$ cat src/common/bkram_pkg.sv
// Backup RAM save/load engine shared geometry and enumerations
package bkram_pkg;

	////////////////////////////////////////////////////////////
	// Sector geometry
	////////////////////////////////////////////////////////////

	localparam int SECTOR_WORDS = 256;  // 16-bit words per SD sector
	localparam int SECTOR_BYTES = 512;
	localparam int BRAM_SECTORS = 16;   // 8 KB of internal backup RAM

	// Byte address into the internal RAM
	localparam int BRAM_ADDR_W = 13;

	// SD sector number, internal sectors first then cart sectors
	localparam int LBA_W = 11;

	////////////////////////////////////////////////////////////
	// Sequencer states
	////////////////////////////////////////////////////////////

	typedef enum logic [2:0] {
		BK_IDLE       = 3'd0,
		BK_BRAM       = 3'd1, // Sectors 0..15 straight to internal RAM
		BK_CART_SD    = 3'd2, // SD read into the buffer on a cart load
		BK_CART_COPY  = 3'd3, // Buffer and external memory exchange
		BK_CART_SD_WR = 3'd4  // SD write from the buffer on a cart save
	} bk_state_e;

	////////////////////////////////////////////////////////////
	// Transfer direction
	////////////////////////////////////////////////////////////

	// Save moves RAM to SD, load moves SD to RAM
	typedef enum logic {
		OP_SAVE = 1'b0,
		OP_LOAD = 1'b1
	} bk_op_e;

endpackage

$ cat src/bkram_ctrl/save_tracker.sv
// Save tracker for mount enable, pending save flag and transfer triggers
`timescale 1ns/10ps

module save_tracker (
	input  logic              clk_sys,
	input  logic              reset,
	input  logic              save_mount,
	input  logic              img_mounted,
	input  logic              img_readonly,
	input  logic              bk_load,
	input  logic              bk_save,
	input  logic              autosave_en,
	input  logic              osd_status,
	input  logic              bram_we,
	input  logic              cart_ram_wr,
	input  logic              xfer_busy,
	output logic              xfer_start,
	output bkram_pkg::bk_op_e xfer_op,
	output logic              bk_enabled,
	output logic              save_pending
);
	import bkram_pkg::*;

	logic old_mount;
	logic old_load;
	logic old_save;
	logic old_osd;
	logic old_change;
	logic change;
	logic load_edge;
	logic save_edge;
	logic auto_edge;
	logic idle;

	assign change    = bram_we | cart_ram_wr;   // Core or cart RAM write
	assign load_edge = bk_load & ~old_load;
	assign save_edge = bk_save & ~old_save;
	assign auto_edge = osd_status & ~old_osd & autosave_en & save_pending;
	assign idle      = ~xfer_busy & ~xfer_start;  // Start pulse not yet seen as busy

	always_ff @(posedge clk_sys) begin
		if (reset) begin
			old_mount    <= 1'b0;
			old_load     <= 1'b0;
			old_save     <= 1'b0;
			old_osd      <= 1'b0;
			old_change   <= 1'b0;
			bk_enabled   <= 1'b0;
			save_pending <= 1'b0;
			xfer_start   <= 1'b0;
			xfer_op      <= OP_SAVE;
		end else begin
			old_mount  <= save_mount;
			old_load   <= bk_load;
			old_save   <= bk_save;
			old_osd    <= osd_status;
			old_change <= change;

			// New save image on the way, enabled again once it is writable
			if (save_mount & ~old_mount) bk_enabled <= 1'b0;
			if (save_mount & img_mounted & ~img_readonly) bk_enabled <= 1'b1;

			xfer_start <= 1'b0;
			if (bk_enabled & idle & (load_edge | save_edge | auto_edge)) begin
				xfer_start <= 1'b1;
				xfer_op    <= load_edge ? OP_LOAD : OP_SAVE;  // Load wins
			end

			if (xfer_start) save_pending <= 1'b0;
			if (change & ~old_change) save_pending <= 1'b1;
		end
	end

endmodule

$ cat config.mk
export PLATFORM = sky130hd
export DESIGN_NAME = save_tracker
export DESIGN_NICKNAME = d
export VERILOG_FILES = /design/src/common/bkram_pkg.sv /design/src/bkram_ctrl/save_tracker.sv
export SDC_FILE = /design/constraint.sdc
export NUM_CORES = 1
export LEC_CHECK = 0
export ABC_AREA = 1
export ABC_CLOCK_PERIOD_IN_PS = 990
export BUFFER_PORTS_ARGS = -buffer_cell sky130_fd_sc_hd__clkbuf_2
export CAP_MARGIN = 20
export CORE_AREA = 2 2 39 41
export DETAILED_ROUTE_END_ITERATION = 7
export DIE_AREA = 0 0 41 43
export GPL_ROUTABILITY_DRIVEN = 1
export PLACE_DENSITY = 0.47
export SYNTH_ARGS = -nofsm -noshare
export SYNTH_HDL_FRONTEND = slang
export SYNTH_SLANG_ARGS = --single-unit
$ cat constraint.sdc
create_clock -name clk_sys -period 0.99 [get_ports clk_sys]
set_clock_uncertainty 0.1 [all_clocks]
set_input_delay 0 -clock clk_sys [delete_from_list [all_inputs] [get_ports clk_sys]]
set_output_delay 0 -clock clk_sys [all_outputs]
set_load 0.01 [all_outputs]
## Yosys cells after proc, flatten, opt, wreduce, memory -nomap -nowiden

Cells that the tools add are included.

| cells by class | value |
|---|---|
| reductions and logical operators | 2 |
| bitwise logic cells | 23 |
| multiplexer cells | 6 |

Operator list:

| operator | count |
|---|---|
| bitwise AND 1 bit | 12 |
| inverter 1 bit | 8 |
| two-way mux 1 bit | 6 |
| nonzero test 2 bit | 2 |
| OR 1 bit | 3 |

| word-level totals | value |
|---|---|
| logic and storage cells | 40 |
| bits in registers | 9 |
| output and inout bits | 4 |
| input port bits | 12 |

## Logic depth before layout (Yosys ltp)

| logic depth | value |
|---|---|
| depth in word-level cells | 7 |
| mapped depth | 8 |
| depth with buffers taken out | 8 |

## Least setup slack after synthesis

No wires, ideal clock.

| path | value |
|---|---|
| path kind | register to register |
| from | reg xfer_start |
| to | reg xfer_op |
| path buffers | 0 |
| cell stages (with the launch flop) | 7 |
| arrival | 735 ps |
| required time | 775 ps |
| period minus slack after synthesis | 950 ps |
| setup time | 115 ps |
| slack | 40 ps |
| cells stage by stage | dfxtp_1 inv_1 nand2_1 nor2_1 nand3_1 nand2_1 nor2_1 |

| between the ends | value |
|---|---|
| word-level cells in the longest chain between the ends | 4 |

Ends and longest elaborated chain:

| element | RTL line | RTL |
|---|---|---|
| start: declaration | save_tracker.sv:17 | `output logic xfer_start,` |
| start signal: assignment | save_tracker.sv:50 | `xfer_start <= 1'b0;` |
| start signal: assignment | save_tracker.sv:63 | `xfer_start <= 1'b0;` |
| start signal: assignment | save_tracker.sv:65 | `xfer_start <= 1'b1;` |
| inverter 1 bit | save_tracker.sv:39 | `assign idle = ~xfer_busy & ~xfer_start;` |
| bitwise AND 1 bit | save_tracker.sv:39 |  |
| bitwise AND 1 bit (2 in a row) | save_tracker.sv:64 | `if (bk_enabled & idle & (load_edge \| save_edge \| auto_edge)) begin` |
| end signal: assignment | save_tracker.sv:66 | `xfer_op <= load_edge ? OP_LOAD : OP_SAVE;` |
| end: declaration | save_tracker.sv:18 | `output bkram_pkg::bk_op_e xfer_op,` |

No other way between the ends.
A chain may end at the register's enable or synchronous reset.

## Worst setup path in the final report

Ends and elaborated chain as after synthesis.

==> results.sh <==
export IMPL_slew_violations=0
export IMPL_detail_route_antenna_nets=0
export IMPL_finish_utilization_pct=43.8
export IMPL_cp_max_fo=3
export IMPL_die_w_um=41
export IMPL_p_int_mw=0.608
export IMPL_max_cap_viol_count=0
export IMPL_antenna_found_initial=0
export IMPL_placed_area_um2=439
export IMPL_p_comb_share_pct=15.9
export IMPL_synth_cell_types=12
export IMPL_path_cells="inv_2 > nand2_2 > nor2_4 > nand3_2 > nand2_1 > nor2_1"
export IMPL_rsz0062_at_grt="true"
export IMPL_worst_pin_slew_ns=0.182
export IMPL_drc=0
export IMPL_cts_buffers=3
export IMPL_min_path_type="primary input to register"
export IMPL_crit_required_ns=1.04
export IMPL_num_vias=359
export IMPL_gp_congestion=0.659
export IMPL_root_buffer="clkbuf_4"
export IMPL_design_core_area_um2=1380
export IMPL_clk_pin_slew_ns=0.06
export IMPL_grt_max_degree=10
export IMPL_ys_seq_area_share_pct=51.6
export IMPL_synth_area_um2=349
export IMPL_pwr_density_cell_nw_per_um2=1320
export IMPL_rows=14
export IMPL_cts_max_level=1
export IMPL_drive_above_1_share_pct=40.0
export IMPL_clkPwrFrac_pct=35.4
export IMPL_dr_first_iter_drc_count=2
export IMPL_fmax_mhz=1020
export IMPL_worst_hold_slack_ns=0.0793
export IMPL_initial_core_util_pct=25.2
export IMPL_grt_pass1_vias=339
export IMPL_die_area_um2=1760
export IMPL_critical_path_class="register to register"
export IMPL_cellLeakagePower_nw=0.303
export IMPL_grt_overflow_total=0
export IMPL_ys_ff_latch=9
export IMPL_clkLatencyLatePin_ns=0.26
export IMPL_syn_nets=58
export IMPL_max_slew_margin_pct=87.8
export IMPL_status="completed"
export IMPL_worst_ir_drop_vdd_mv=0.522
export IMPL_final_design_area_no_fill_um2=606
export IMPL_rr_worst_depth=6
export IMPL_antenna_cells=0
export IMPL_slowest_stage="dfxtp_1"
export IMPL_setup_tns_ns=0
export IMPL_max_stage_delay_ns=0.31
export IMPL_synth_warnings=0
export IMPL_port_buffer_count=15
export IMPL_hold_violations=0
export IMPL_fin_nets=88
export IMPL_end_kind="register"
export IMPL_fin_crit_sh_pct=98.8
export IMPL_area_growth_pct=73.5
export IMPL_whs_path_depth=7
export IMPL_p_seq_share_pct=48.7
export IMPL_setup_viol=0
export IMPL_grt_util_all_layers_pct=11.2
export IMPL_grt_pass1_wl_um=1240
export IMPL_cts_tree="done"
export IMPL_setup_worst_path_start_class="register"
export IMPL_switching_power_mw=0.193
export IMPL_syn_area_per_cell_um2=7.59
export IMPL_viasPerCell=3.95
export IMPL_p_sw_share_pct=24.1
export IMPL_fin_crit_ns=0.978
export IMPL_hpwl_um=561
export IMPL_cts_sinks=9
export IMPL_arrival_ns=1.03
export IMPL_wl_per_cell_um=8.81
export IMPL_drt_total_wl_um=802
export IMPL_clockBufferDepth=2
export IMPL_syn_inst=46
export IMPL_die_h_um=43
export IMPL_ios=16
export IMPL_first_pass_iters=4
[synthesized netlist by cell type (all sizes together)]
master	number	share of area (%)
inv	12	13
dfxtp	9	52
nor2	8	8.6
nand2	7	9.7
a21oi	5	7.2
buf	1	1.4
nand3	1	1.4
nand3b	1	2.2
nand4	1	3.6
o21ai	1	1.4
[layout make-up]
| type | instances | area, µm² |
|---|---|---|
| Multi-Input combinational cell | 24 | 145 |
| Clock buffer | 4 | 26.3 |
| Sequential cell | 9 | 181 |
| Tap cell | 16 | 20.0 |
| Timing Repair Buffer | 26 | 188 |
| Fill cell | 148 | 778 |
| Inverter | 12 | 45.0 |
[timing repair]
item | in CTS | in global routing
pin swaps | 0 | 6
hold buffers | 11 | 0
hold endpoints to repair | 8 | 0
setup endpoints to repair | 1 | 1
setup buffers | 0 | 1
resized for setup | 1 | 8
[placed cells by master, fill, tap and decap left out, types with 2 or more instances in the layout]
master / synthesis / final
clkbuf_2: 0 / 14
dlygate4sd3_1: 0 / 11
inv_1: 11 / 10
dfxtp_1: 9 / 8
nor2_1: 8 / 7
a21oi_1: 5 / 4
nand2_2: 3 / 4
clkbuf_4: 0 / 3
inv_2: 1 / 2
nand2_1: 4 / 2
[worst max-delay path: cells and delay by family (launching register included)]
family / cells / cell delay, ns
buffers and inverters: 1 / 0.06
flip-flops: 1 / 0.31
AND/OR/NAND/NOR: 5 / 0.39
[kinds of logic after synthesis]
group / synth area share (%)
buf+inv: 14.3
flops: 51.6
compound gates: 8.60
simple gates: 25.4
[power groups by stage]
stage	registers, mW	clock network [mW]	logic (mW)
6_report	0.390	0.284	0.127
5_1_grt	0.392	0.328	0.142
4_1_cts	0.389	0.306	0.117
3_5_place_dp	0.397	0	0.0821
3_3_place_gp	0.396	0	0.0810
2_1_floorplan	0.398	0	0.0425
[registers in the layout, indices dropped and copies added, names as in the netlist]
signal / count
bk_enabled: 1
old_change: 1
old_load: 1
old_mount: 1
old_osd: 1
old_save: 1
save_pending: 1
xfer_op: 1
xfer_start: 1
[through the flow]
stage / std cells / total power [mW] / setup WS (ns)
floorplan: 46 / 0.440 / 0.0398
global placement: 76 / 0.477 / 0.0307
detailed placement: 76 / 0.479 / 0.0176
CTS: 91 / 0.811 / 0.0132
global route: 91 / 0.862 / -0.0587
finish: 91 / 0.801 / 0.0116
[worst paths after layout]
| check | startpoint | to | slack, ns |
|---|---|---|---|
| min reg2reg | bk_enabled$_SDFFE_PP0P_ | bk_enabled$_SDFFE_PP0P_ | 0.41 |
| min | bk_load | xfer_start$_SDFF_PP0_ | 0.08 |
| max reg2reg | xfer_start$_SDFF_PP0_ | xfer_op$_SDFFE_PP0P_ | 0.01 |
| max | xfer_start$_SDFF_PP0_ | xfer_op$_SDFFE_PP0P_ | 0.01 |
[per-layer routing]
layer | global-route usage, % | vias up | wire length, µm
li1 | - | 192 | -
met1 | 10.1 | 150 | 336
met2 | 18.4 | 15 | 394
met3 | 3.14 | 2 | 58
met4 | 10.0 | 0 | 12
met5 | 0 | - | 0
(Power assumes the default switching activity.)
