===== src/common/bkram_pkg.sv =====
// Backup RAM save/load engine shared geometry and enumerations
package bkram_pkg;

	////////////////////////////////////////////////////////////
	// Sector geometry
	////////////////////////////////////////////////////////////

	localparam int SECTOR_WORDS = 256;  // 16-bit words per SD sector
	localparam int SECTOR_BYTES = 512;
	localparam int BRAM_SECTORS = 16;   // 8 KB of internal backup RAM

	// Byte address into the internal RAM
	localparam int BRAM_ADDR_W = 13;

	// SD sector number, internal sectors first then cart sectors
	localparam int LBA_W = 11;

	////////////////////////////////////////////////////////////
	// Sequencer states
	////////////////////////////////////////////////////////////

	typedef enum logic [2:0] {
		BK_IDLE       = 3'd0,
		BK_BRAM       = 3'd1, // Sectors 0..15 straight to internal RAM
		BK_CART_SD    = 3'd2, // SD read into the buffer on a cart load
		BK_CART_COPY  = 3'd3, // Buffer and external memory exchange
		BK_CART_SD_WR = 3'd4  // SD write from the buffer on a cart save
	} bk_state_e;

	////////////////////////////////////////////////////////////
	// Transfer direction
	////////////////////////////////////////////////////////////

	// Save moves RAM to SD, load moves SD to RAM
	typedef enum logic {
		OP_SAVE = 1'b0,
		OP_LOAD = 1'b1
	} bk_op_e;

endpackage


===== src/bkram_ctrl/bkram_ctrl.sv =====
// Backup RAM transfer sequencer stepping all sectors over the SD port
`timescale 1ns/10ps

module bkram_ctrl #(
	parameter int CART_SECTORS = 4
) (
	input  logic                        clk_sys,
	input  logic                        reset,
	input  logic                        xfer_start,
	input  bkram_pkg::bk_op_e           xfer_op,
	input  logic                        cart_en,
	input  logic                        sd_ack,
	input  logic                        copy_done,
	output logic                        xfer_busy,
	output logic                        sd_rd,
	output logic                        sd_wr,
	output logic [bkram_pkg::LBA_W-1:0] sd_lba,
	output logic [bkram_pkg::LBA_W-1:0] cart_sector,
	output logic                        copy_start,
	output bkram_pkg::bk_op_e           copy_op
);
	import bkram_pkg::*;

	localparam logic [LBA_W-1:0] CART_BASE = LBA_W'(BRAM_SECTORS);
	localparam logic [LBA_W-1:0] BRAM_LAST = LBA_W'(BRAM_SECTORS - 1);
	localparam logic [LBA_W-1:0] CART_LAST = LBA_W'(BRAM_SECTORS + CART_SECTORS - 1);

	bk_state_e state;
	bk_op_e    op;
	logic      cart_on;   // Cart phase wanted for this transfer
	logic      old_ack;
	logic      ack_rise;
	logic      ack_fall;

	assign ack_rise = ~old_ack & sd_ack;
	assign ack_fall = old_ack & ~sd_ack;   // Sector finished on the host side

	assign xfer_busy   = (state != BK_IDLE);
	assign cart_sector = sd_lba - CART_BASE;
	assign copy_op     = op;

	////////////////////////////////////////////////////////////
	// Sector sequencing
	////////////////////////////////////////////////////////////

	always_ff @(posedge clk_sys) begin
		if (reset) begin
			state      <= BK_IDLE;
			op         <= OP_SAVE;
			cart_on    <= 1'b0;
			old_ack    <= 1'b0;
			sd_rd      <= 1'b0;
			sd_wr      <= 1'b0;
			sd_lba     <= '0;
			copy_start <= 1'b0;
		end else begin
			old_ack    <= sd_ack;
			copy_start <= 1'b0;

			// Host took the request
			if (ack_rise) begin
				sd_rd <= 1'b0;
				sd_wr <= 1'b0;
			end

			case (state)
				BK_IDLE: begin
					if (xfer_start) begin
						op      <= xfer_op;
						cart_on <= cart_en;
						sd_lba  <= '0;
						sd_rd   <= (xfer_op == OP_LOAD);
						sd_wr   <= (xfer_op == OP_SAVE);
						state   <= BK_BRAM;
					end
				end

				BK_BRAM: begin
					if (ack_fall) begin
						sd_lba <= sd_lba + 1'b1;
						if (sd_lba != BRAM_LAST) begin
							sd_rd <= (op == OP_LOAD);
							sd_wr <= (op == OP_SAVE);
						end else if (!cart_on) begin
							state <= BK_IDLE;
						end else if (op == OP_LOAD) begin
							sd_rd <= 1'b1;   // First cart sector into the buffer
							state <= BK_CART_SD;
						end else begin
							copy_start <= 1'b1; // Fill buffer from memory first
							state      <= BK_CART_COPY;
						end
					end
				end

				BK_CART_SD: begin
					if (ack_fall) begin
						copy_start <= 1'b1;
						state      <= BK_CART_COPY;
					end
				end

				BK_CART_COPY: begin
					if (copy_done) begin
						if (op == OP_SAVE) begin
							sd_wr <= 1'b1;
							state <= BK_CART_SD_WR;
						end else if (sd_lba == CART_LAST) begin
							state <= BK_IDLE;
						end else begin
							sd_lba <= sd_lba + 1'b1;
							sd_rd  <= 1'b1;
							state  <= BK_CART_SD;
						end
					end
				end

				BK_CART_SD_WR: begin
					if (ack_fall) begin
						if (sd_lba == CART_LAST) begin
							state <= BK_IDLE;
						end else begin
							sd_lba     <= sd_lba + 1'b1;
							copy_start <= 1'b1;
							state      <= BK_CART_COPY;
						end
					end
				end

				default: state <= BK_IDLE;
			endcase
		end
	end

endmodule


===== config.mk =====
export PLATFORM = sky130hd
export DESIGN_NAME = bkram_ctrl
export DESIGN_NICKNAME = d
export VERILOG_FILES = /design/src/common/bkram_pkg.sv /design/src/bkram_ctrl/bkram_ctrl.sv
export SDC_FILE = /design/constraint.sdc
export NUM_CORES = 1
export LEC_CHECK = 0
export ABC_AREA = 0
export BUFFER_PORTS_ARGS = -buffer_cell sky130_fd_sc_hd__buf_2
export CORE_MARGIN = 4
export CORE_UTILIZATION = 40
export CTS_CLUSTER_DIAMETER = 150
export DETAILED_ROUTE_END_ITERATION = 7
export HOLD_SLACK_MARGIN = 0.08
export PLACE_DENSITY = 0.68
export SKIP_CTS_REPAIR_TIMING = 1
export SYNTH_ARGS = -nofsm -noshare
export SYNTH_HDL_FRONTEND = slang
export SYNTH_SLANG_ARGS = --single-unit

===== constraint.sdc =====
create_clock -name clk_sys -period 2.3 [get_ports clk_sys]
set_input_delay 0.46 -clock clk_sys [delete_from_list [all_inputs] [get_ports clk_sys]]
set_output_delay 0.46 -clock clk_sys [all_outputs]
set_load 0.01 [all_outputs]

**After elaboration in Yosys (flattened, before gate mapping)**

Cells that the tools add are included.

- Bits in registers: 20
- Bits of input ports: 7
- Output and inout bits: 27
- Logic and storage cells: 79

- Add/sub/neg operators: 2
- Equal/unequal tests: 13
- Muxes and demuxes: 44
- Bitwise logic cells: 6
- Reduce and logical (&&, ||, !) cells: 6

Operators with widths:

| kind | number |
|---|---|
| 2-to-1 mux 11 bit | 6 |
| case mux 11 bit (4 select lines) | 1 |
| 2-to-1 mux 1 bit | 23 |
| 2-to-1 mux 3 bit | 7 |
| case mux 3 bit (5 select lines) | 1 |
| inequality test 2 bit (second input constant) | 7 |
| AND reduction 6 bit | 2 |
| adder 11 x 1 -> 11 bit (second input constant) | 1 |
| equality test 11 x 5 -> 1 bit (second input constant) | 1 |
| inequality test 11 x 4 -> 1 bit (second input constant) | 1 |
| subtractor 11 x 5 -> 11 bit (second input constant) | 1 |
| case mux 1 bit (3 select lines) | 3 |
| equality test 3 x 2 -> 1 bit (second input constant) | 2 |
| 2-to-1 mux 2 bit | 3 |
| inverter 1 bit | 4 |
| nonzero test 4 bit | 1 |
| equality test 3 x 1 -> 1 bit (second input constant) | 1 |
| equality test 3 bit (second input constant) | 1 |
| zero test 3 bit | 1 |
| nonzero test 3 bit | 1 |
| AND 1 bit | 2 |
| AND reduction 2 bit | 1 |

**Logic depth before layout (Yosys ltp)**

- Depth after elaboration: 8
- Mapped depth: 7
- Gate-level depth less buffers: 7

**Worst setup path before layout**

No wires, ideal clock.

- Path type: input port to flip-flop
- From: input port sd_ack
- To: register sd_lba[8] (netlist bit)
- Library setup time: 0.071 ns
- Data arrival time: 1.689 ns
- Required time: 2.229 ns
- Setup slack: 0.540 ns
- Stages on the path: 6
- Path buffers: 1
- Path through: nand2b_1 buf_2 a21boi_2 o2111ai_4 or3_1 a21oi_1

- Cells in the longest elaborated chain, start to end: 4
- Elaborated cells on any way between the ends: 5
- Classes of those cells: eq/ne (2); bitwise (2); reduce/logical (1)

Ends and longest elaborated chain:

| item | line | source |
|---|---|---|
| from (decl) | bkram_ctrl.sv:12 | `input logic sd_ack,` |
| inverter 1 bit (*) | bkram_ctrl.sv:36 | `assign ack_fall = old_ack & ~sd_ack;` |
| AND 1 bit (*) | bkram_ctrl.sv:36 |  |
| inequality test 2 bit (no source line) | n/a |  |
| AND reduction 6 bit (no source line) (*) | n/a |  |
| to (signal assigned) | bkram_ctrl.sv:80 | `sd_lba <= sd_lba + 1'b1;` |
| to (signal assigned) | bkram_ctrl.sv:111 | `sd_lba <= sd_lba + 1'b1;` |
| to (signal assigned) | bkram_ctrl.sv:123 | `sd_lba <= sd_lba + 1'b1;` |
| to (decl) | bkram_ctrl.sv:17 | `output logic [bkram_pkg::LBA_W-1:0] sd_lba,` |

Every way passes the cells marked *; elsewhere a longest branch is shown, timed or not.
A chain may end at the register's enable or synchronous reset.

**Worst setup path after layout**

- From: register sd_lba[6] (netlist bit)
- To: output port cart_sector[9] (netlist bit)

- Cells in the longest elaborated chain, start to end: 1

Ends and longest elaborated chain:

| item | line | source |
|---|---|---|
| subtractor 11 x 5 -> 11 bit | bkram_ctrl.sv:39 | `assign cart_sector = sd_lba - CART_BASE;` |
| to (decl) | bkram_ctrl.sv:18 | `output logic [bkram_pkg::LBA_W-1:0] cart_sector,` |

No other way between the ends.

==> results.cfg <==
[power]
powerDensity_mw_per_mm2 = 409
total_power_uw = 675
power_leakage_nw = 0.680
peakVddDrop_v = 0.000187

[timing]
slew_violations = 0
fin_crit_ps = 2080
fmax_ghz = 0.481
maxSlewHeadroom_pct = 68.7
finalCritPeriodShare_pct = 90.4
whs_ps = 409
grt_setup_unrepaired = false
skew_ps = 5.89
setup-tns-final_ps = 0
setup_ws_ps = 221
finalHoldViolCount = 0
worst_slew_pin_slew_ps = 469
setup_violations = 0

[global_routing]
grt_usage_pct = 16.3
grt_overflow_total = 0
grt_pass1_wl_um = 5750
antenna_found_initial = 0
grt_start_max_net_pins = 12
grt_pass1_vias = 1249

[synthesis]
avgSynthCellArea_sq_um = 8.17
netlist_instances = 174
async_flop_share_pct = 0
synth.most_common_cell = dfxtp_1
ys_types = 48
syn-cell-area_sq_mm = 0.00142
ys_ff_latch = 20
yosysSeqAreaShare_pct = 28.2
yosys.area.top_type = dfxtp_1
synthFlopType = dfxtp_1
syn_nets = 186
synth.area.top_cells = dfxtp_1 (28%), a21oi_1 (4.6%), ha_1 (4.4%), nand2_1 (4.0%), xor2_1 (3.7%)
synth_warnings = 0
synth_edf_count = 0
yosysTopAreaCellShare_pct = 28.2
synth_common_cells = dfxtp_1 (20), nand2_1 (15), a21oi_1 (13)

[cts]
cts_max_path_buffers = 2
clock-sinks = 20
insertion_delay_ps = 290
cts-root-buf = clkbuf_4
cts_tree = built
cts_buffers = 3
cts_max_level = 1
clkTransAtPathRegs_ps = 110

[place]
io_buffers = 33
place_hpwl_um = 2690
gp_congestion = 0.926
pre_cts_slack_ps = 364

[hold_path]
hold_class = input port to flop

[drt]
vias = 1369
wl_met1_um = 1560
wl_met3_um = 209
viasPerCell = 5.45
met2_length_um = 1680
top_layer_used = met4
wirelength_um = 3460
drtIter0Drc = 132
wl_per_cell_um = 13.8
remaining_drc_errors = 0
detail_route.first_pass.iterations = 4
ant_nets = 0

[floorplanning]
dieWidth_um = 67.6
dieArea_sq_mm = 0.00457
fp-row-count = 21
die_h_um = 67.6
start_util_pct = 41.9
core_area_sq_mm = 0.00339
io_pins = 34

[setup_path]
required_ps = 1840
max_stage_delay_ps = 370
cp_slowest_cell = dfxtp_1
start_kind = flop
crit_path_end_kind = output pin
crit_path_cell_trace = buf_4 > nor3_1 > nor3b_1 > xor2_1 > buf_2
arrival_ps = 1620
critPathMaxFanout = 6
crit_type = flop to output pin

[cells_and_area]
syn2layout_area_growth_pct = 16.1
multi_input_area_sq_um = 922
fillers = 336
nNetsFinal = 219
ff_latch_area_sq_um = 400
layout-drive-gt1-share_pct = 26.8
diodes = 0
fin_util_pct = 48.7

[job]
maxCapViolations = 0

[outcome]
status = complete, no violations
==> per-stage QoR <==
stage | cells | area, sq um
floorplan | 174 | 1420
global placement | 248 | 1630
detailed placement | 248 | 1630
CTS | 251 | 1650
global route | 251 | 1650
finish | 251 | 1650
==> sequential cells by signal, indices dropped and copies added (netlist names) <==
name / cells
sd_lba: 11
state: 3
sd_wr: 1
copy_op: 1
cart_on: 1
sd_rd: 1
old_ack: 1
copy_start: 1
==> layout by cell type (no fill, tap or decap), drive strengths merged, types with 2 or more instances in the layout <==
cell | synthesis | final
buf | 6 | 39
dfxtp | 20 | 20
nand2 | 15 | 15
a21oi | 13 | 13
nor2 | 12 | 12
inv | 10 | 10
o21ai | 10 | 10
xor2 | 6 | 6
xnor2 | 5 | 5
nor3 | 5 | 5
and3 | 5 | 5
nor2b | 5 | 5
nand3 | 5 | 5
ha | 5 | 5
o211ai | 5 | 5
nand2b | 4 | 4
or3 | 4 | 4
nand4 | 3 | 3
clkbuf | 5 | 3
nor4 | 3 | 3
o2111ai | 3 | 3
nor3b | 2 | 2
a211oi | 2 | 2
o31ai | 2 | 2
o21a | 2 | 2
a31o | 2 | 2
==> critical path, delay by kind of cell (launching register included) <==
family                    cells  cell delay (ps)
buffers and inverters         2              320
and+or+nand+nor               2              470
xor gates and xnor gates      1              160
DFF                           1              370
==> metal layers <==
layer,track usage (%),up-vias
met5,0,-
met4,6.08,0
met3,3.66,2
met2,27.6,30
met1,20.0,642
li1,-,695
==> layout make-up <==
class	count	area share (%)
Timing Repair Buffer	39	12.7
Sequential cell	20	24.3
Clock buffer	3	1.36
Multi-Input combinational cell	133	55.9
Inverter	10	2.27
Tap cell	46	3.49
==> cells by family (layout without fill, tap and decap cells) <==
| logic type | Yosys count | after routing | share of synthesized area [%] |
|---|---|---|---|
| flip-flops | 20 | 20 | 28.2 |
| XOR/XNOR | 11 | 11 | 6.78 |
| buffers and inverters | 21 | 52 | 6.95 |
| AO/OA/AOI/OAI | 50 | 50 | 28.4 |
| adder cells (fa/ha/maj) | 5 | 5 | 4.40 |
| AND/OR/NAND/NOR | 67 | 67 | 25.3 |
==> worst paths after layout <==
path	from	end	slack, ps	depth (start not counted)
worst max-delay path	sd_lba[6]	cart_sector[9]	220	5
worst min register to register	cart_on	cart_on	500	2
worst min-delay path	cart_en	cart_on	410	3
worst max register to register	state[1]	sd_lba[7]	360	5
==> where the power goes <==
group	leakage [nW]	switching, mW	internal (mW)	total, mW
clock network	0.0138	0.101	0.0609	0.162
registers	0.162	0.0137	0.358	0.372
logic	0.504	0.0880	0.0527	0.141
(Power assumes the default switching activity.)
