## config.mk

```make
export PLATFORM = sky130hd
export DESIGN_NAME = cart_copier
export DESIGN_NICKNAME = d
export VERILOG_FILES = /design/src/common/bkram_pkg.sv /design/src/design/cart_copier.sv
export SDC_FILE = /design/constraint.sdc
export NUM_CORES = 1
export LEC_CHECK = 0
export ABC_AREA = 1
export BUFFER_PORTS_ARGS = -buffer_cell sky130_fd_sc_hd__buf_2
export CORE_MARGIN = 2
export CORE_UTILIZATION = 30
export CTS_BUF_LIST = sky130_fd_sc_hd__clkbuf_4 sky130_fd_sc_hd__clkbuf_8
export CTS_CLUSTER_DIAMETER = 50
export DETAILED_ROUTE_END_ITERATION = 10
export SYNTH_ARGS = -nofsm -noshare
export SYNTH_HDL_FRONTEND = slang
export SYNTH_SLANG_ARGS = --single-unit
```

## constraint.sdc

```tcl
create_clock -name clk_sys -period 5.1 [get_ports clk_sys]
set_input_delay 0.51 -clock clk_sys [delete_from_list [all_inputs] [get_ports clk_sys]]
set_output_delay 0.51 -clock clk_sys [all_outputs]
set_load 0.05 [all_outputs]
```

## src/common/bkram_pkg.sv

```systemverilog
// Backup RAM save/load engine shared geometry and enumerations
package bkram_pkg;

	////////////////////////////////////////////////////////////
	// Sector geometry
	////////////////////////////////////////////////////////////

	localparam int SECTOR_WORDS = 256;  // 16-bit words per SD sector
	localparam int SECTOR_BYTES = 512;
	localparam int BRAM_SECTORS = 16;   // 8 KB of internal backup RAM

	// Byte address into the internal RAM
	localparam int BRAM_ADDR_W = 13;

	// SD sector number, internal sectors first then cart sectors
	localparam int LBA_W = 11;

	////////////////////////////////////////////////////////////
	// Sequencer states
	////////////////////////////////////////////////////////////

	typedef enum logic [2:0] {
		BK_IDLE       = 3'd0,
		BK_BRAM       = 3'd1, // Sectors 0..15 straight to internal RAM
		BK_CART_SD    = 3'd2, // SD read into the buffer on a cart load
		BK_CART_COPY  = 3'd3, // Buffer and external memory exchange
		BK_CART_SD_WR = 3'd4  // SD write from the buffer on a cart save
	} bk_state_e;

	////////////////////////////////////////////////////////////
	// Transfer direction
	////////////////////////////////////////////////////////////

	// Save moves RAM to SD, load moves SD to RAM
	typedef enum logic {
		OP_SAVE = 1'b0,
		OP_LOAD = 1'b1
	} bk_op_e;

endpackage

```

## src/design/cart_copier.sv

```systemverilog
// Byte copier between the sector buffer and the external cart memory port
`timescale 1ns/10ps

module cart_copier (
	input  logic                        clk_sys,
	input  logic                        reset,
	input  logic                        copy_start,
	input  bkram_pkg::bk_op_e           copy_op,
	input  logic [bkram_pkg::LBA_W-1:0] cart_sector,
	input  logic [7:0]                  buf_rdata,
	input  logic                        mem_done,
	input  logic [7:0]                  mem_rdata,
	output logic                        copy_done,
	output logic [8:0]                  buf_addr,
	output logic [7:0]                  buf_wdata,
	output logic                        buf_we,
	output logic                        mem_rd,
	output logic                        mem_wr,
	output logic [bkram_pkg::LBA_W+8:0] mem_addr,
	output logic [7:0]                  mem_wdata
);
	import bkram_pkg::*;

	typedef enum logic [1:0] {
		C_IDLE,
		C_NEXT,   // Buffer read in flight, request raised at the end
		C_MEM     // Waiting on mem_done
	} copy_state_e;

	copy_state_e state;
	bk_op_e      op;
	logic [8:0]  cnt;   // Byte offset in the sector

	assign buf_addr  = cnt;
	assign buf_wdata = mem_rdata;
	assign buf_we    = (state == C_MEM) & mem_done & (op == OP_SAVE);
	assign mem_addr  = {cart_sector, cnt};
	assign mem_wdata = buf_rdata;   // Held steady while the address holds

	always_ff @(posedge clk_sys) begin
		if (reset) begin
			state     <= C_IDLE;
			op        <= OP_SAVE;
			cnt       <= '0;
			mem_rd    <= 1'b0;
			mem_wr    <= 1'b0;
			copy_done <= 1'b0;
		end else begin
			copy_done <= 1'b0;
			case (state)
				C_IDLE: begin
					if (copy_start) begin
						op    <= copy_op;
						cnt   <= '0;
						state <= C_NEXT;
					end
				end
				C_NEXT: begin
					mem_wr <= (op == OP_LOAD);
					mem_rd <= (op == OP_SAVE);
					state  <= C_MEM;
				end
				C_MEM: begin
					if (mem_done) begin
						mem_rd <= 1'b0;
						mem_wr <= 1'b0;
						if (&cnt) begin
							copy_done <= 1'b1;   // Last byte of the sector
							state     <= C_IDLE;
						end else begin
							cnt   <= cnt + 1'b1;
							state <= C_NEXT;
						end
					end
				end
				default: state <= C_IDLE;
			endcase
		end
	end

endmodule

```

Yosys cells after proc, flatten, opt, wreduce, memory -nomap -nowiden
Cells that the tools add are included.

word-level totals
  register bits after elaboration = 15
  bits of input ports = 32
  output and inout port bits = 49
  logic and storage cells = 38

cells by class
  add/sub/neg operators = 1
  eq/ne operators = 5
  muxes and demuxes = 12
  bitwise operators = 5
  reductions and logical operators = 9

operators by type and width
  cell                                                  number
  two-way mux 9 bit                                     3
  case mux 9 bit (2 select lines)                       1
  adder 9 x 1 -> 9 bit (second input constant)          1
  AND reduction 9 bit                                   1
  != test 2 bit (second input constant)                 3
  case mux 2 bit (3 select lines)                       1
  AND reduction 2 bit                                   3
  two-way mux 2 bit                                     2
  case mux 1 bit (2 select lines)                       2
  AND reduction 4 bit                                   1
  nonzero test 2 bit                                    2
  two-way mux 1 bit                                     3
  inverter 1 bit                                        3
  OR reduction 3 bit                                    1
  AND 1 bit                                             2
  equality test 2 x 1 -> 1 bit (second input constant)  1
  equality test 2 bit (second input constant)           1
  logical NOT 2 bit                                     1

Depth between registers and ports, before layout
  depth after elaboration = 4
  gate-level depth with buffers = 11

Least setup slack after synthesis
No wires, ideal clock.

  path type = register to register
  from = reg cnt[0] (netlist: buf_addr[0])
  to = reg cnt[3] (netlist: buf_addr[3])
  setup time = 0.113 ns
  arrival = 1.944 ns
  data required time = 4.987 ns
  slack = 3.043 ns
  stages on the path, launching flop included = 12
  path buffers = 0
  clock period less this slack = 2.057 ns
  cells stage by stage = dfxtp_1 ha_1 nand2_1 nor4_1 ha_1 inv_1 nand3_1 nand2_4 nand3_1 nand2_1 nand2_1 nor2_1

between the ends
  longest elaborated chain between the ends = 4
  elaborated cells on any way between the ends = 7
  classes of those cells = 1 x add/sub; 1 x eq/ne; 3 x mux; 2 x reduce/logical

RTL lines
  item                             RTL line           source
  from (decl)                      cart_copier.sv:32  logic [8:0] cnt;
  from (signal assigned)           cart_copier.sv:71  cnt <= cnt + 1'b1;
  adder 9 x 1 -> 9 bit             cart_copier.sv:71
  two-way mux 9 bit                cart_copier.sv:67  if (&cnt) begin
  two-way mux 9 bit                cart_copier.sv:64  if (mem_done) begin
  case mux 9 bit (2 select lines)  cart_copier.sv:50  case (state)

Several ways; a longest one is shown, not always the timed one. The select of a mux whose other input is x is not followed.
A chain may end at the register's enable or synchronous reset.

Worst setup path after layout
  from = reg state[0]
  to = out buf_we

between the ends
  longest elaborated chain between the ends = 3

RTL lines
  item                    RTL line           source
  from (decl)             cart_copier.sv:30  copy_state_e state;
  from (signal assigned)  cart_copier.sv:42  state <= C_IDLE;
  from (signal assigned)  cart_copier.sv:55  state <= C_NEXT;
  from (signal assigned)  cart_copier.sv:61  state <= C_MEM;
  equality test 2 bit     cart_copier.sv:36  assign buf_we = (state == C_MEM) & mem_done & (op == OP_SAVE);
  AND 1 bit (2 in a row)  cart_copier.sv:36
  to (decl)               cart_copier.sv:16  output logic buf_we,

No other way between the ends.

==> results summary <==
After synthesis, the largest family of logic cells by area is buffers and inverters. The global-route wire length before repair is 2898 µm. The region available for standard cell placement spans 3103 µm². Setup repair after global routing left no endpoint under its margin. The share of the synthesized area in compound gates (AO/OA/AOI/OAI) came out at 0.07152.

The average cell area after synthesis is roughly 7.2 µm². The net switching power of the design came out at approximately 67 µW. The net count after synthesis came out at ~170. Data arrives at the worst endpoint at between 1000 and 1500 ps. Of the total synthesized cell area, the portion taken by AND, OR, NAND and NOR gates is 0.2748. Summed over all instances, the cell type with the most area after synthesis is sky130_fd_sc_hd__dfxtp_1. The number of design rule violations left after detail routing is 0.

The synthesis-to-layout area growth is -5.897%. The top cell types in the final layout, fill and taps aside, are 26 x sky130_fd_sc_hd__buf_2, 21 x sky130_fd_sc_hd__nand2_1, 19 x sky130_fd_sc_hd__nor2_1, 15 x sky130_fd_sc_hd__dfxtp_1, 13 x sky130_fd_sc_hd__inv_1. Dividing the final minimum period by the clock period gives 0.3729.

The via count of the first global-routing pass is approximately 640. The number of resized instances in the post-cts repair step came out at 0. The xor/xnor share of the synthesized area is 0.

The final RePlAce weighted congestion is between 0.8 and 0.9. For this design the ratio of total power to cell area is 248.4 nW/µm². In the final layout, the share of cells above drive strength 1 is 0.2901. The transition time at the pin with the least slew margin came out at 322.1 ps. Of the post-synthesis cell area, the dominant cell type holds 0.3011. The floorplan die area came out at between 3000 and 4000 µm². The number of hold buffers added after CTS was 0. The pin count of the biggest net entering global routing came out at 12.

Among all stages on the critical path, the largest delay is contributed by sky130_fd_sc_hd__dfxtp_1. In this run the vertical extent of the chip is approximately 62 µm. The total count of max-transition violations in the final report is 0. The launching point of the worst reg2reg path is buf_addr[0]$_SDFFE_PP0P_. For the finished layout, the period the worst path requires is 1902 ps. The total buffers and inverters traversed by the critical path is 3. For this configuration, the core starts out at a cell density of 0.3214. The library cell used most frequently in the layout, excluding fill and tap cells, is sky130_fd_sc_hd__buf_2. The run finished with clean final reports. Timing would allow up to roughly 0.53 GHz. The maximum clock skew at final layout came out at 1.853 ps. Tracing the worst setup path back leads to its startpoint at state[0]$_SDFFE_PP0P_.

The floorplan step set the die width to slightly above 60 µm. The Yosys step of the flow raised 0 warnings. The worst setup path category is register to output pin. The total detailed-routing wirelength came out at 1797 µm.

The number of buffer cells added on primary ports is 26. The number of antenna violations at the first check in global routing came out at 0. The number of clock buffers inserted by TritonCTS is 3. The post-synthesis cell type count is 21. Clock tree synthesis found a total of 15 sinks. Of the total synthesized cell area, the portion taken by full adders, half adders and majority gates is 0.02509. The sequential element share of the synthesized area came out at 0.3011.

The kind of end point of the critical path is an output pin. The routed length per instance came out at around 10 µm. The number of diodes added for antenna fixing came out at 0. The mapped netlist covers roughly 1000 µm². The post-CTS setup repair buffer count is 0.

Of the total power, the share spent switching nets is 0.2861. The number of synthesized register bits came out at 15. The least setup slack across all paths after layout is roughly 3200 ps. The count of pins on the block boundary is between 80 and 90. The signal on the critical path passes through inv_1 -> nand2_1 -> inv_2 -> nand2_1 -> nor2_1 -> buf_2.

The number of filler cells placed in the layout is 359. The most numerous cell type found on the critical path is sky130_fd_sc_hd__nand2_1. The internal power summed over all cells came out at 166.4 µW. The worst-skew pair later-pin latency came out at roughly 280 ps. STA classifies the critical path startpoint as a register. The reported max-cap violation count came out at 0. The total overflow left after global routing is 0.

The number of vias per cell is roughly 4.5. The CTS clock-pin slew for the worst setup and hold paths is 80 ps. In this design, the largest share of critical-path delay is due to buffers and inverters. The data required time at the worst endpoint is 4590 ps.

The highest ir drop seen on vdd is around 0.11 mV. The worst stage delay on the critical path came out at about 320 ps. Setup violations remaining at the end of the flow were counted as 0. The count of nets left with antenna violations once routing finished came out at 0. The proportion of synthesized area in mux cells is 0.

The clock share of power is 0.308. The share of total power dissipated in combinational logic is 0.162. The cell sitting at the root of the clock tree is a sky130_fd_sc_hd__clkbuf_4. The min-delay analysis places its worst path in the category input port to register. Yosys attributes the largest share of cell area to sky130_fd_sc_hd__dfxtp_1 30%, sky130_fd_sc_hd__buf_4 27%, sky130_fd_sc_hd__nand2_1 7.9%.

The number of levels the H-tree was split into is 1. The aggregate global-route resource usage came out at 0.1031. The largest fanout on the critical path is 4. The number of DRC violations after detailed-routing iteration 0 came out at 24.

The share of total power dissipated in sequential elements is 0.530. The deepest clock path buffer count came out at 2. The post-synthesis instance total came out at ~140. The worst hold path startpoint is copy_op.

The total half-perimeter wirelength after legalization and detailed placement came out at around 1400 µm. The total vias in the final route is 779. The normalized max-slew margin is 0.7845. The count of final hold-check violations is 0.

For the final routed database, the setup TNS stands at 0 ps. The floorplan has 20 rows. TritonCTS built the clock tree. The worst-case setup slack after placement came out at 3257 ps.

The final layout contains 166 nets. The first-pass detailed-route iteration total is 4. The leakage power total is 0.4783 nW.
-- registers in the layout, summed over array words and instances (netlist names) --
| register | flops |
|---|---|
| buf_addr | 9 |
| mem_rd | 1 |
| copy_done | 1 |
| mem_wr | 1 |
| state | 2 |
| op | 1 |
-- through the flow --
stage	std cells	util	total power, mW	area, µm²	hold WS [ps]
after floorplan	138	-	0.2128	997.2	457.9
after global placement	171	0.2927	0.1635	908.4	462.0
after detailed placement	171	0.2927	0.1641	908.4	468.4
after CTS	175	0.3024	0.2399	938.4	462.4
after global routing	175	0.3024	0.2470	938.4	465.1
final	175	0.3024	0.2331	938.4	478.8
-- layout make-up --
cell class	count	area, µm²	share of cell area
Inverter	14	52.55	0.05600
Clock buffer	4	30.03	0.03200
Sequential cell	15	300.3	0.3200
Multi-Input combinational cell	72	370.4	0.3947
Timing Repair Buffer	26	130.1	0.1387
Tap cell	44	55.05	0.05867
-- power by group through the flow --
| stage | Clock [mW] | Sequential [mW] | Combinational, mW |
|---|---|---|---|
| after floorplan | 0 | 0.132 | 0.0804 |
| after global placement | 0 | 0.126 | 0.0375 |
| after detailed placement | 0 | 0.126 | 0.0378 |
| after CTS | 0.0783 | 0.124 | 0.0380 |
| after global routing | 0.0810 | 0.124 | 0.0415 |
| final | 0.0719 | 0.124 | 0.0377 |
-- tightest hold or removal path, stage by stage --
cell	delay, ps
sky130_fd_sc_hd__buf_2	100
sky130_fd_sc_hd__nand2_1	60
sky130_fd_sc_hd__a21oi_1	50
-- kinds of logic (layout without fill, tap and decap cells) --
family | after synthesis | count (layout)
fa+ha+maj | 2 | 2
flops | 15 | 15
buf+inv | 51 | 44
simple gates | 59 | 59
compound gates | 11 | 11
-- final timing paths --
path	cells past startpoint	end	slack (ps)
max reg2reg	11	buf_addr[3]$_SDFFE_PP0P_	3240
max	6	buf_we	3200
min	3	op$_SDFFE_PP0P_	480
min reg2reg	2	mem_wr$_SDFFE_PP0P_	480
-- synth_stat cells --
cell type / count
sky130_fd_sc_hd__a21oi_1: 6
sky130_fd_sc_hd__nand2_2: 1
sky130_fd_sc_hd__o21bai_2: 2
sky130_fd_sc_hd__buf_4: 36
sky130_fd_sc_hd__dfxtp_1: 15
sky130_fd_sc_hd__inv_1: 13
sky130_fd_sc_hd__nor3_1: 1
sky130_fd_sc_hd__a211oi_1: 1
sky130_fd_sc_hd__nor3b_1: 1
sky130_fd_sc_hd__clkbuf_1: 1
sky130_fd_sc_hd__nor4_1: 1
sky130_fd_sc_hd__o21ai_1: 1
sky130_fd_sc_hd__nand2_1: 21
sky130_fd_sc_hd__ha_1: 2
sky130_fd_sc_hd__nand4_1: 3
sky130_fd_sc_hd__or2_2: 1
sky130_fd_sc_hd__nor2_1: 19
sky130_fd_sc_hd__inv_2: 1
sky130_fd_sc_hd__a31oi_1: 1
sky130_fd_sc_hd__nand3_1: 8
sky130_fd_sc_hd__nand2_4: 3
-- metal layers --
layer	vias to the layer above	global-route usage	part of all wire
met3	2	0.02941	0.10
met2	50	0.1489	0.46
met5	-	0	0
li1	385	-	-
met1	342	0.1396	0.43
met4	0	0.05167	0.0033
(Power assumes the default switching activity.)
